## src/rtl/bk_bus_pkg.sv

```systemverilog
`default_nettype none

package bk_bus_pkg;

    // ------------------------------------------------------------
    // CPU bus geometry
    // ------------------------------------------------------------
    localparam int VADDR_W = 16;                      // cpu address width
    localparam int DATA_W  = 16;                      // data width

    localparam logic [8:0] REG_PAGE = 9'b111_111_111; // addr[15:7] of 177600..177776

    // ------------------------------------------------------------
    // register offsets inside the page, addr[6:0]
    // ------------------------------------------------------------
    localparam logic [6:0] OFS_KBD_STATE = 7'o060;    // 177660
    localparam logic [6:0] OFS_KBD_DATA  = 7'o062;    // 177662
    localparam logic [6:0] OFS_ROLL      = 7'o064;    // 177664
    localparam logic [6:0] OFS_MMUCTRL   = 7'o100;    // 177700
    localparam logic [6:0] OFS_USRREG    = 7'o114;    // 177714
    localparam logic [6:0] OFS_INITREG   = 7'o116;    // 177716

    // reset values and constants
    localparam logic [15:0] ROLL_RESET = 16'o001330;  // full screen, default scroll
    localparam logic [7:0]  INIT_HI    = 8'h80;       // start address msb

    // keyboard interrupt vectors
    localparam logic [15:0] VEC_KBD     = 16'o000060;
    localparam logic [15:0] VEC_KBD_AR2 = 16'o000274; // AR2 held

endpackage

`default_nettype wire

```

## src/rtl/bk_mmu_pkg.sv

```systemverilog
`default_nettype none

package bk_mmu_pkg;

    // ------------------------------------------------------------
    // page geometry
    // ------------------------------------------------------------
    localparam int PAGE_BITS = 13;                    // 8 KB pages
    localparam int PAGES     = 8;                     // per mode, kernel and user
    localparam int FRAME_W   = 9;                     // frame number field

    // page register layout
    localparam int PR_WRITABLE = 15;                  // write enable flag

    // ------------------------------------------------------------
    // MMU control register, 177700
    // ------------------------------------------------------------
    localparam int CTL_SHADOW   = 0;                  // boot area writable
    localparam int CTL_MMU_EN   = 1;                  // translation on
    localparam int CTL_MODE_REQ = 2;                  // requested cpu mode

endpackage

`default_nettype wire

```

## src/rtl/bk_sysregs.sv

```systemverilog
`timescale 1ns/100ps
`default_nettype none

module bk_sysregs (
    input  wire                            clk,
    input  wire                            reset_n,
    input  wire [bk_bus_pkg::VADDR_W-1:0]  cpu_addr_i,
    input  wire [bk_bus_pkg::DATA_W-1:0]   cpu_wdata_i,
    input  wire                            cpu_rd_i,
    input  wire                            cpu_wt_i,
    input  wire                            cpu_iack_i,
    input  wire                            wr_fault_i,      // forbidden memory write
    input  wire [bk_bus_pkg::DATA_W-1:0]   mmu_rdata_i,
    input  wire                            cpu_mode_i,
    input  wire                            kbd_valid_i,
    input  wire [7:0]                      kbd_code_i,
    input  wire                            kbd_ar2_i,
    input  wire                            stop_key_i,
    input  wire                            keydown_i,
    input  wire                            tape_in_i,
    input  wire                            spi_dsr_i,
    input  wire [7:0]                      spi_di_i,
    output logic                           reg_hit_o,
    output logic [bk_bus_pkg::DATA_W-1:0]  reg_rdata_o,
    output logic                           reg_rply_o,
    output logic                           reg_error_o,
    output logic                           shadow_o,
    output logic                           mmu_en_o,
    output logic                           mode_req_o,
    output logic                           page_wr_o,
    output logic                           kbd_ack_o,
    output logic                           irq_o,
    output logic [7:0]                     roll_o,
    output logic                           full_screen_o,
    output logic                           tape_out_o,
    output logic                           spi_wren_o,
    output logic [7:0]                     spi_do_o,
    output logic                           spi_cs_n_o
);

    localparam logic [2:0] CTL_RESET = 3'(1 << bk_mmu_pkg::CTL_SHADOW);

    logic       page_hit;
    logic [6:0] ofs;
    logic       sel_kbd_state, sel_kbd_data, sel_roll, sel_mmuctrl;
    logic       sel_usr, sel_init, sel_page;
    logic       bad_ofs;
    logic       req, start, acked;
    logic       reg_rd, reg_wr;
    logic       kbd_int_dis;                               // 177660 bit 6
    logic       roll_hi;                                   // roll bit 9
    logic [7:0] roll_lo;
    logic [2:0] mmu_ctl;
    logic       stop_latch;

    // ------------------------------------------------------------
    // page decode
    // ------------------------------------------------------------
    assign page_hit = (cpu_addr_i[15:7] == bk_bus_pkg::REG_PAGE);
    assign ofs      = cpu_addr_i[6:0];

    assign sel_kbd_state = (ofs == bk_bus_pkg::OFS_KBD_STATE);
    assign sel_kbd_data  = (ofs == bk_bus_pkg::OFS_KBD_DATA);
    assign sel_roll      = (ofs == bk_bus_pkg::OFS_ROLL);
    assign sel_mmuctrl   = (ofs == bk_bus_pkg::OFS_MMUCTRL);
    assign sel_usr       = (ofs == bk_bus_pkg::OFS_USRREG);
    assign sel_init      = (ofs == bk_bus_pkg::OFS_INITREG);
    assign sel_page      = (ofs[6:5] == 2'b00);            // 177600..177636

    assign bad_ofs = ~(sel_kbd_state | sel_kbd_data | sel_roll | sel_mmuctrl |
                       sel_usr | sel_init | sel_page);

    assign reg_hit_o = page_hit | cpu_iack_i;              // vector comes from here too

    // one answer per strobe, acked holds until the master drops it
    assign req    = (page_hit & (cpu_rd_i | cpu_wt_i)) | cpu_iack_i | wr_fault_i;
    assign start  = req & ~acked;
    assign reg_rd = start & cpu_rd_i & page_hit;
    assign reg_wr = start & cpu_wt_i & page_hit & ~bad_ofs;

    assign page_wr_o = reg_wr & sel_page;

    // ------------------------------------------------------------
    // control state and registers
    // ------------------------------------------------------------
    always_ff @(posedge clk or negedge reset_n) begin
        if (!reset_n) begin
            acked       <= 1'b0;
            reg_rply_o  <= 1'b0;
            reg_error_o <= 1'b0;
            kbd_ack_o   <= 1'b0;
            spi_wren_o  <= 1'b0;
            kbd_int_dis <= 1'b0;
            roll_hi     <= bk_bus_pkg::ROLL_RESET[9];
            roll_lo     <= bk_bus_pkg::ROLL_RESET[7:0];
            mmu_ctl     <= CTL_RESET;
            tape_out_o  <= 1'b0;
            spi_cs_n_o  <= 1'b1;
            stop_latch  <= 1'b0;
        end else begin
            acked       <= req;
            reg_rply_o  <= start & ~wr_fault_i & (cpu_iack_i | ~bad_ofs);
            reg_error_o <= start & (wr_fault_i | (~cpu_iack_i & bad_ofs));
            kbd_ack_o   <= reg_rd & sel_kbd_data;          // key taken by the cpu
            spi_wren_o  <= reg_wr & sel_usr;

            if (reg_rd & sel_init) begin
                stop_latch <= 1'b0;
            end else if (stop_key_i) begin
                stop_latch <= 1'b1;
            end

            if (reg_wr) begin
                if (sel_kbd_state) begin
                    kbd_int_dis <= cpu_wdata_i[6];
                end
                if (sel_roll) begin
                    roll_hi <= cpu_wdata_i[9];
                    roll_lo <= cpu_wdata_i[7:0];
                end
                if (sel_init) begin
                    tape_out_o <= cpu_wdata_i[6];
                    spi_cs_n_o <= cpu_wdata_i[0];
                end
                if (sel_mmuctrl) begin
                    mmu_ctl <= cpu_wdata_i[2:0];
                end
            end
        end
    end

    always_ff @(posedge clk) begin
        if (reg_wr & sel_usr) begin
            spi_do_o <= cpu_wdata_i[7:0];                  // spi byte out
        end
    end

    // ------------------------------------------------------------
    // read data
    // ------------------------------------------------------------
    always_comb begin
        reg_rdata_o = '0;
        if (cpu_iack_i) begin
            reg_rdata_o = kbd_ar2_i ? bk_bus_pkg::VEC_KBD_AR2 : bk_bus_pkg::VEC_KBD;
        end else if (sel_page) begin
            reg_rdata_o = mmu_rdata_i;
        end else if (sel_kbd_state) begin
            reg_rdata_o = {8'b0, kbd_valid_i, kbd_int_dis, 6'b0};
        end else if (sel_kbd_data) begin
            reg_rdata_o = {8'b0, kbd_code_i};
        end else if (sel_roll) begin
            reg_rdata_o = {6'b0, roll_hi, 1'b0, roll_lo};
        end else if (sel_mmuctrl) begin
            reg_rdata_o = {12'b0, cpu_mode_i, mmu_ctl};    // mode seen in bit 3
        end else if (sel_usr) begin
            reg_rdata_o = {7'b0, ~spi_dsr_i, spi_di_i};
        end else if (sel_init) begin
            reg_rdata_o = {bk_bus_pkg::INIT_HI, 1'b1, ~keydown_i, tape_in_i, 2'b0,
                           stop_latch, 2'b0};
        end
    end

    assign shadow_o      = mmu_ctl[bk_mmu_pkg::CTL_SHADOW];
    assign mmu_en_o      = mmu_ctl[bk_mmu_pkg::CTL_MMU_EN];
    assign mode_req_o    = mmu_ctl[bk_mmu_pkg::CTL_MODE_REQ];
    assign irq_o         = kbd_valid_i & ~kbd_int_dis;
    assign roll_o        = roll_lo;
    assign full_screen_o = roll_hi;

    a_rply_xor_error: assert property (@(posedge clk) disable iff (!reset_n)
        !(reg_rply_o && reg_error_o))
        else $error("register reply and error together");

    a_ack_in_rply: assert property (@(posedge clk) disable iff (!reset_n)
        kbd_ack_o |-> reg_rply_o)
        else $error("keyboard ack outside a register reply");

endmodule

`default_nettype wire

```

## src/rtl/bk_memmap.sv

```systemverilog
`timescale 1ns/100ps
`default_nettype none

module bk_memmap #(
    parameter int PHYS_ADDR_W = 22
) (
    input  wire                            clk,
    input  wire                            reset_n,
    input  wire [bk_bus_pkg::VADDR_W-1:0]  vaddr_i,
    input  wire [bk_bus_pkg::DATA_W-1:0]   wdata_i,
    input  wire                            page_wr_i,
    input  wire                            enable_i,
    input  wire                            mode_i,        // 1 user, 0 kernel
    output logic [bk_bus_pkg::DATA_W-1:0]  rdata_o,
    output logic [PHYS_ADDR_W-1:0]         phys_addr_o,
    output logic                           writable_o
);

    localparam int PAGES     = bk_mmu_pkg::PAGES;
    localparam int IDX_W     = $clog2(PAGES);
    localparam int PAGE_BITS = bk_mmu_pkg::PAGE_BITS;
    localparam int VA_W      = bk_bus_pkg::VADDR_W;

    if (PHYS_ADDR_W != bk_mmu_pkg::FRAME_W + PAGE_BITS) begin : g_width_check
        $error("PHYS_ADDR_W must equal FRAME_W + PAGE_BITS");
    end

    logic [bk_bus_pkg::DATA_W-1:0] page_q [2*PAGES];    // kernel 0..7, user 8..15
    logic [IDX_W:0]                reg_idx;
    logic [IDX_W:0]                map_idx;
    logic [bk_bus_pkg::DATA_W-1:0] cur_pr;

    // ------------------------------------------------------------
    // page tables
    // ------------------------------------------------------------
    assign reg_idx = {vaddr_i[IDX_W+1], vaddr_i[IDX_W:1]};  // bit 4 picks user set

    always_ff @(posedge clk or negedge reset_n) begin
        if (!reset_n) begin
            for (int i = 0; i < 2*PAGES; i++) begin
                page_q[i] <= '0;
            end
        end else if (page_wr_i) begin
            page_q[reg_idx] <= wdata_i;
        end
    end

    assign rdata_o = page_q[reg_idx];

    // ------------------------------------------------------------
    // translation
    // ------------------------------------------------------------
    assign map_idx = {mode_i, vaddr_i[VA_W-1:PAGE_BITS]};
    assign cur_pr  = page_q[map_idx];

    always_comb begin
        if (enable_i) begin
            phys_addr_o = {cur_pr[bk_mmu_pkg::FRAME_W-1:0], vaddr_i[PAGE_BITS-1:0]};
            writable_o  = cur_pr[bk_mmu_pkg::PR_WRITABLE];
        end else begin
            phys_addr_o = PHYS_ADDR_W'(vaddr_i);          // flat 64K map
            writable_o  = ~vaddr_i[VA_W-1];               // upper half is rom
        end
    end

endmodule

`default_nettype wire

```

## src/rtl/bk_bus_steer.sv

```systemverilog
`timescale 1ns/100ps
`default_nettype none

module bk_bus_steer #(
    parameter int PHYS_ADDR_W = 22
) (
    input  wire [bk_bus_pkg::VADDR_W-1:0]  cpu_addr_i,
    input  wire [bk_bus_pkg::DATA_W-1:0]   cpu_wdata_i,
    input  wire                            cpu_rd_i,
    input  wire                            cpu_wt_i,
    input  wire                            cpu_byte_i,
    input  wire                            reg_hit_i,
    input  wire [bk_bus_pkg::DATA_W-1:0]   reg_rdata_i,
    input  wire                            reg_rply_i,
    input  wire                            reg_error_i,
    input  wire [PHYS_ADDR_W-1:0]          phys_addr_i,
    input  wire                            writable_i,
    input  wire                            shadow_i,
    input  wire [bk_bus_pkg::DATA_W-1:0]   mem_rdata_i,
    input  wire                            mem_reply_i,
    output logic [PHYS_ADDR_W-1:0]         mem_addr_o,
    output logic                           mem_rd_o,
    output logic                           mem_wt_o,
    output logic                           mem_byte_o,
    output logic [bk_bus_pkg::DATA_W-1:0]  mem_wdata_o,
    output logic [bk_bus_pkg::DATA_W-1:0]  cpu_rdata_o,
    output logic                           cpu_rply_o,
    output logic                           wr_fault_o
);

    logic wr_ok;
    logic odd_byte;

    // ------------------------------------------------------------
    // memory strobes
    // ------------------------------------------------------------
    assign wr_ok    = writable_i | (shadow_i & cpu_addr_i[15]);   // boot area in shadow
    assign odd_byte = cpu_byte_i & cpu_addr_i[0];

    assign mem_addr_o  = phys_addr_i;
    assign mem_byte_o  = cpu_byte_i;
    assign mem_rd_o    = cpu_rd_i & ~reg_hit_i;
    assign mem_wt_o    = cpu_wt_i & ~reg_hit_i & wr_ok;
    assign wr_fault_o  = cpu_wt_i & ~reg_hit_i & ~wr_ok;
    assign mem_wdata_o = odd_byte ? {cpu_wdata_i[7:0], cpu_wdata_i[7:0]} : cpu_wdata_i;

    // reply merge, error is reported on its own line
    assign cpu_rply_o = (reg_rply_i & ~reg_error_i) | (mem_reply_i & (mem_rd_o | mem_wt_o));

    always_comb begin
        if (reg_hit_i) begin
            cpu_rdata_o = reg_rdata_i;
        end else if (!cpu_byte_i) begin
            cpu_rdata_o = mem_rdata_i;
        end else if (cpu_addr_i[0]) begin
            cpu_rdata_o = {8'b0, mem_rdata_i[15:8]};     // odd byte
        end else begin
            cpu_rdata_o = {8'b0, mem_rdata_i[7:0]};
        end
    end

    always_comb begin
        a_one_strobe: assert (!(mem_rd_o && mem_wt_o))
            else $error("memory read and write strobes together");
    end

endmodule

`default_nettype wire

```

## src/rtl/bk_core_io.sv

```systemverilog
`timescale 1ns/100ps
`default_nettype none

module bk_core_io #(
    parameter int PHYS_ADDR_W = 22
) (
    input  wire                            clk,
    input  wire                            reset_n,
    // cpu bus
    input  wire [bk_bus_pkg::VADDR_W-1:0]  cpu_addr_i,
    input  wire [bk_bus_pkg::DATA_W-1:0]   cpu_wdata_i,
    input  wire                            cpu_rd_i,
    input  wire                            cpu_wt_i,
    input  wire                            cpu_byte_i,
    input  wire                            cpu_iack_i,
    input  wire                            cpu_mode_i,   // psw bit 15
    output logic [bk_bus_pkg::DATA_W-1:0]  cpu_rdata_o,
    output logic                           cpu_rply_o,
    output logic                           cpu_error_o,
    output logic                           mode_req_o,
    // memory
    output logic [PHYS_ADDR_W-1:0]         mem_addr_o,
    output logic                           mem_rd_o,
    output logic                           mem_wt_o,
    output logic                           mem_byte_o,
    output logic [bk_bus_pkg::DATA_W-1:0]  mem_wdata_o,
    input  wire  [bk_bus_pkg::DATA_W-1:0]  mem_rdata_i,
    input  wire                            mem_reply_i,
    // keyboard, screen, tape
    input  wire                            kbd_valid_i,
    input  wire  [7:0]                     kbd_code_i,
    input  wire                            kbd_ar2_i,
    input  wire                            stop_key_i,
    input  wire                            keydown_i,
    input  wire                            tape_in_i,
    output logic                           kbd_ack_o,
    output logic                           irq_o,
    output logic [7:0]                     roll_o,
    output logic                           full_screen_o,
    output logic                           tape_out_o,
    // user port
    input  wire                            spi_dsr_i,
    input  wire  [7:0]                     spi_di_i,
    output logic                           spi_wren_o,
    output logic [7:0]                     spi_do_o,
    output logic                           spi_cs_n_o
);

    logic                          reg_hit, reg_rply, reg_error, wr_fault;
    logic [bk_bus_pkg::DATA_W-1:0] reg_rdata, mmu_rdata;
    logic                          shadow, mmu_en, page_wr, writable;
    logic [PHYS_ADDR_W-1:0]        phys_addr;

    assign cpu_error_o = reg_error;

    bk_sysregs u_sysregs (
        .clk(clk), .reset_n(reset_n),
        .cpu_addr_i(cpu_addr_i), .cpu_wdata_i(cpu_wdata_i),
        .cpu_rd_i(cpu_rd_i), .cpu_wt_i(cpu_wt_i), .cpu_iack_i(cpu_iack_i),
        .wr_fault_i(wr_fault), .mmu_rdata_i(mmu_rdata), .cpu_mode_i(cpu_mode_i),
        .kbd_valid_i(kbd_valid_i), .kbd_code_i(kbd_code_i), .kbd_ar2_i(kbd_ar2_i),
        .stop_key_i(stop_key_i), .keydown_i(keydown_i), .tape_in_i(tape_in_i),
        .spi_dsr_i(spi_dsr_i), .spi_di_i(spi_di_i),
        .reg_hit_o(reg_hit), .reg_rdata_o(reg_rdata),
        .reg_rply_o(reg_rply), .reg_error_o(reg_error),
        .shadow_o(shadow), .mmu_en_o(mmu_en), .mode_req_o(mode_req_o),
        .page_wr_o(page_wr), .kbd_ack_o(kbd_ack_o), .irq_o(irq_o),
        .roll_o(roll_o), .full_screen_o(full_screen_o), .tape_out_o(tape_out_o),
        .spi_wren_o(spi_wren_o), .spi_do_o(spi_do_o), .spi_cs_n_o(spi_cs_n_o)
    );

    bk_memmap #(.PHYS_ADDR_W(PHYS_ADDR_W)) u_memmap (
        .clk(clk), .reset_n(reset_n),
        .vaddr_i(cpu_addr_i), .wdata_i(cpu_wdata_i), .page_wr_i(page_wr),
        .enable_i(mmu_en), .mode_i(cpu_mode_i),
        .rdata_o(mmu_rdata), .phys_addr_o(phys_addr), .writable_o(writable)
    );

    bk_bus_steer #(.PHYS_ADDR_W(PHYS_ADDR_W)) u_bus_steer (
        .cpu_addr_i(cpu_addr_i), .cpu_wdata_i(cpu_wdata_i),
        .cpu_rd_i(cpu_rd_i), .cpu_wt_i(cpu_wt_i), .cpu_byte_i(cpu_byte_i),
        .reg_hit_i(reg_hit), .reg_rdata_i(reg_rdata),
        .reg_rply_i(reg_rply), .reg_error_i(reg_error),
        .phys_addr_i(phys_addr), .writable_i(writable), .shadow_i(shadow),
        .mem_rdata_i(mem_rdata_i), .mem_reply_i(mem_reply_i),
        .mem_addr_o(mem_addr_o), .mem_rd_o(mem_rd_o), .mem_wt_o(mem_wt_o),
        .mem_byte_o(mem_byte_o), .mem_wdata_o(mem_wdata_o),
        .cpu_rdata_o(cpu_rdata_o), .cpu_rply_o(cpu_rply_o), .wr_fault_o(wr_fault)
    );

endmodule

`default_nettype wire

```

## config.mk

```make
export PLATFORM = sky130hd
export DESIGN_NAME = bk_core_io
export DESIGN_NICKNAME = d
export VERILOG_FILES = /design/src/rtl/bk_bus_pkg.sv /design/src/rtl/bk_mmu_pkg.sv /design/src/rtl/bk_sysregs.sv /design/src/rtl/bk_memmap.sv /design/src/rtl/bk_bus_steer.sv /design/src/rtl/bk_core_io.sv
export SDC_FILE = /design/constraint.sdc
export NUM_CORES = 1
export LEC_CHECK = 0
export BUFFER_PORTS_ARGS = -buffer_cell sky130_fd_sc_hd__buf_2
export CAP_MARGIN = 20
export CORE_ASPECT_RATIO = 1.5
export CORE_MARGIN = 3
export CORE_UTILIZATION = 60
export DETAILED_ROUTE_END_ITERATION = 10
export PLACE_DENSITY_LB_ADDON = 0.08
export SYNTH_ARGS = -nofsm -noshare
export SYNTH_HDL_FRONTEND = slang
export SYNTH_HIERARCHICAL = 1
export SYNTH_SLANG_ARGS = --single-unit
```

## constraint.sdc

```tcl
create_clock -name clk -period 3 [get_ports clk]
set_input_delay 0.15 -clock clk [delete_from_list [all_inputs] [get_ports clk]]
set_output_delay 0.15 -clock clk [all_outputs]
set_load 0.02 [all_outputs]
```

==> impl_metrics.env <==
export IMPL_status="finished, violations left"
export IMPL_violations="setup timing"
export IMPL_grt_pass1_vias=10700
export IMPL_fmax_mhz=318
export IMPL_synth_cells=1069
export IMPL_hp_class="primary input to flop"
export IMPL_synth_largest_area_cell="dfrtp_1"
export IMPL_dp_cells=1503
export IMPL_setup_viol=3
export IMPL_grt_pass1_wl_um=66300
export IMPL_drc_errors=0
export IMPL_layout_worst_path_cycle_share=1.05
export IMPL_p_leak_nw=8.70
export IMPL_cp_cell_sequence="mux4_1 > mux4_2 > a2111oi_1 > nor4_1 > nand2_1 > o311ai_2 > buf_4"
export IMPL_multi_input_area_um2=7720
export IMPL_die_w_um=138
export IMPL_p_per_area_nw_per_um2=460
export IMPL_gr_total_overflow=0
export IMPL_critPathLaunchType="flop"
export IMPL_drv_cap=0
export IMPL_rsz0062_at_grt="true"
export IMPL_antenna_found_initial=0
export IMPL_grt_usage=0.307
export IMPL_cp_max_fo=3
export IMPL_synth_edff_count=8
export IMPL_grt_max_degree=79
export IMPL_layout_drive_gt1_share=0.548
export IMPL_nNetsFinal=1288
export IMPL_pwr_share_comb=0.083
export IMPL_cpLargestDelayFamily="multiplexers"
export IMPL_arrival_ns=3.00
export IMPL_syn_nets=1147
export IMPL_slew_violations=0
export IMPL_preCtsSetupSlack_ns=0.114
export IMPL_numCtsBuffers=28
export IMPL_wl_per_cell_um=28.1
export IMPL_yosysWarnings=6
export IMPL_core_area_um2=25900
export IMPL_fin_skew_ns=0.00891
export IMPL_avgSynthCellArea_um2=14.7
export IMPL_synth_top_flop_cell="dfrtp_1"
export IMPL_fin_cells=1565
export IMPL_rrSetupSlack_ns=0.49
export IMPL_crit_buf_inv=1
export IMPL_hold_violations=0
export IMPL_start_util=0.609
export IMPL_worstSetupEndpointType="output port"
export IMPL_p_clk_frac=0.447
export IMPL_slew_headroom=0.425
export IMPL_netSwitchingPower_mw=1.97
export IMPL_async_reset_ff_frac=0.972
export IMPL_criticalPathCategory="flop to output port"
export IMPL_clk_latency_ns=0.56
export IMPL_drt_iter0_drc=781
export IMPL_register_area_um2=7180
export IMPL_htree_levels=1
export IMPL_cts_sinks=285
export IMPL_diodes=0
export IMPL_cp_required_ns=2.85
export IMPL_place_gp_congestion=0.934
export IMPL_num_rows=72
export IMPL_cts_root_buf="clkbuf_16"
export IMPL_die_area_um2=28300
export IMPL_seq_area_frac_synth=0.456
export IMPL_cpPeakStageDelay_ns=0.55
export IMPL_die_y_um=204
export IMPL_syn_to_final_growth_pct=13.4
export IMPL_fill_cells=1895
export IMPL_syn_cell_area_um2=15800
export IMPL_seqPwrFrac=0.471
export IMPL_io_buffers=159
export IMPL_synth_cell_types=65
export IMPL_wirelength_um=44000
export IMPL_ant_nets=0
export IMPL_clkSlewWorstSetupHoldPaths_ns=0.06
export IMPL_cts_path_max_buffers=3
export IMPL_tightest_slew_ns=0.855
export IMPL_swShare=0.239
export IMPL_vias_per_cell=6.66
export IMPL_vias=10400
export IMPL_dp_hpwl_um=29600
export IMPL_p_int_mw=6.24
export IMPL_yosys_area_top_type_share=0.429
export IMPL_ys_seq_elements=285
export IMPL_first_pass_iters=5
export IMPL_slowest_stage="mux4_2"
export IMPL_cts_tree="yes"
export IMPL_ir_worst_vdd_mv=0.546
export IMPL_ios=160
export IMPL_fin_crit_ns=3.15
export IMPL_setup_ws_ns=-0.145
export IMPL_synth_area_leaders="dfrtp_1 (43%), mux2_2 (19%), mux4_2 (9.9%), mux4_1 (8.2%), buf_4 (2.5%)"
power groups by stage:
stage | logic, mW | clock network (mW) | registers (mW)
6_report | 0.678 | 3.67 | 3.86
5_1_grt | 0.725 | 3.89 | 3.86
4_1_cts | 0.678 | 3.74 | 3.86
3_5_place_dp | 0.668 | 0 | 3.93
3_3_place_gp | 0.663 | 0 | 3.93
2_1_floorplan | 0.384 | 0 | 3.94
what timing repair did:
| action | CTS | global route |
|---|---|---|
| endpoints found under the hold margin | 71 | 0 |
| hold buffers | 3 | 0 |
| buffers inserted | 4 | 3 |
| gates resized for setup | 16 | 6 |
| setup endpoints to repair | 4 | 5 |
| pin swaps | 1 | 0 |
worst paths after layout:
check / cells past startpoint / startpoint / endpoint
setup / recovery: 7 / u_memmap/page_q[146]$_DFFE_PN0P_ / cpu_rdata_o[2]
min in group asynchronous: 2 / reset_n / u_memmap/page_q[223]$_DFFE_PN0P_
setup reg to reg: 8 / u_sysregs/acked$_DFF_PN0_ / u_memmap/page_q[81]$_DFFE_PN0P_
hold / removal: 1 / cpu_wdata_i[7] / u_sysregs/spi_do_o[7]$_DFFE_PP_
hold reg to reg: 1 / u_memmap/page_q[204]$_DFFE_PN0P_ / u_memmap/page_q[204]$_DFFE_PN0P_
max in group asynchronous: 3 / reset_n / u_sysregs/roll_o[7]$_DFFE_PN1P_
Yosys cell counts, types with 13 or more instances:
master    count
dfrtp_1     270
mux2_2      269
mux4_2       69
buf_4        52
mux4_1       49
buf_2        36
clkbuf_1     30
nand2_1      24
nor2_1       23
mux2i_1      18
mux2_1       13
nand3_1      13
routing by layer:
metal,global-route usage,wire length (um),vias up
met5,0,0,-
met4,0.134,2100,0
met3,0.0368,2190,97
met2,0.521,22600,380
met1,0.404,17100,5563
li1,-,-,4387
sequential cells by signal, summed over array words and instances (netlist names), 3 cells and up:
register	count
u_memmap/page_q	256
u_sysregs/mmu_ctl	3
u_sysregs/roll_o	8
u_sysregs/spi_do_o	8
area by class of cell:
type / count / share of cell area
clock buffers: 40 / 0.0457
clock inverters: 12 / 0.00827
inverters: 11 / 0.00231
multi-input cells: 641 / 0.432
flip-flops and latches: 285 / 0.402
well taps: 333 / 0.0233
repair buffers: 243 / 0.0859
cell families after synthesis:
logic type | after synthesis | share of synthesized area
simple gates | 147 | 0.0553
compound gates | 76 | 0.0397
buf+inv | 143 | 0.0557
flops | 285 | 0.456
mux | 418 | 0.393
per-stage QoR:
step,power (mW),util,setup TNS (ns),instance area [um2],hold slack (ns)
final,8.21,0.691,-0.150,17900,0.0407
after global placement,4.60,0.649,0,16800,0.160
after detailed placement,4.60,0.649,0,16800,0.165
after floorplan,4.32,-,0,15800,-0.146
after CTS,8.29,0.690,-0.149,17800,0.00615
after global routing,8.47,0.691,-0.414,17900,0.0343
placed cells by master, fill, tap and decap left out, types with 8 or more instances in the layout:
| cell | instances |
|---|---|
| mux2_2 | 269 |
| o311ai_2 | 8 |
| edfxtp_1 | 8 |
| nand2b_1 | 11 |
| mux2_1 | 13 |
| nand3_1 | 13 |
| dfrtp_1 | 270 |
| nand2_1 | 24 |
| a22o_1 | 9 |
| nor2b_1 | 8 |
| buf_2 | 152 |
| mux4_2 | 76 |
| nand3b_1 | 10 |
| nand4b_1 | 8 |
| clkbuf_16 | 29 |
| mux4_1 | 42 |
| a21oi_1 | 9 |
| nor2_1 | 17 |
| buf_4 | 81 |
| inv_1 | 11 |
| nor2_2 | 9 |
| mux2i_1 | 18 |
Power figures use the tool's default switching activity.
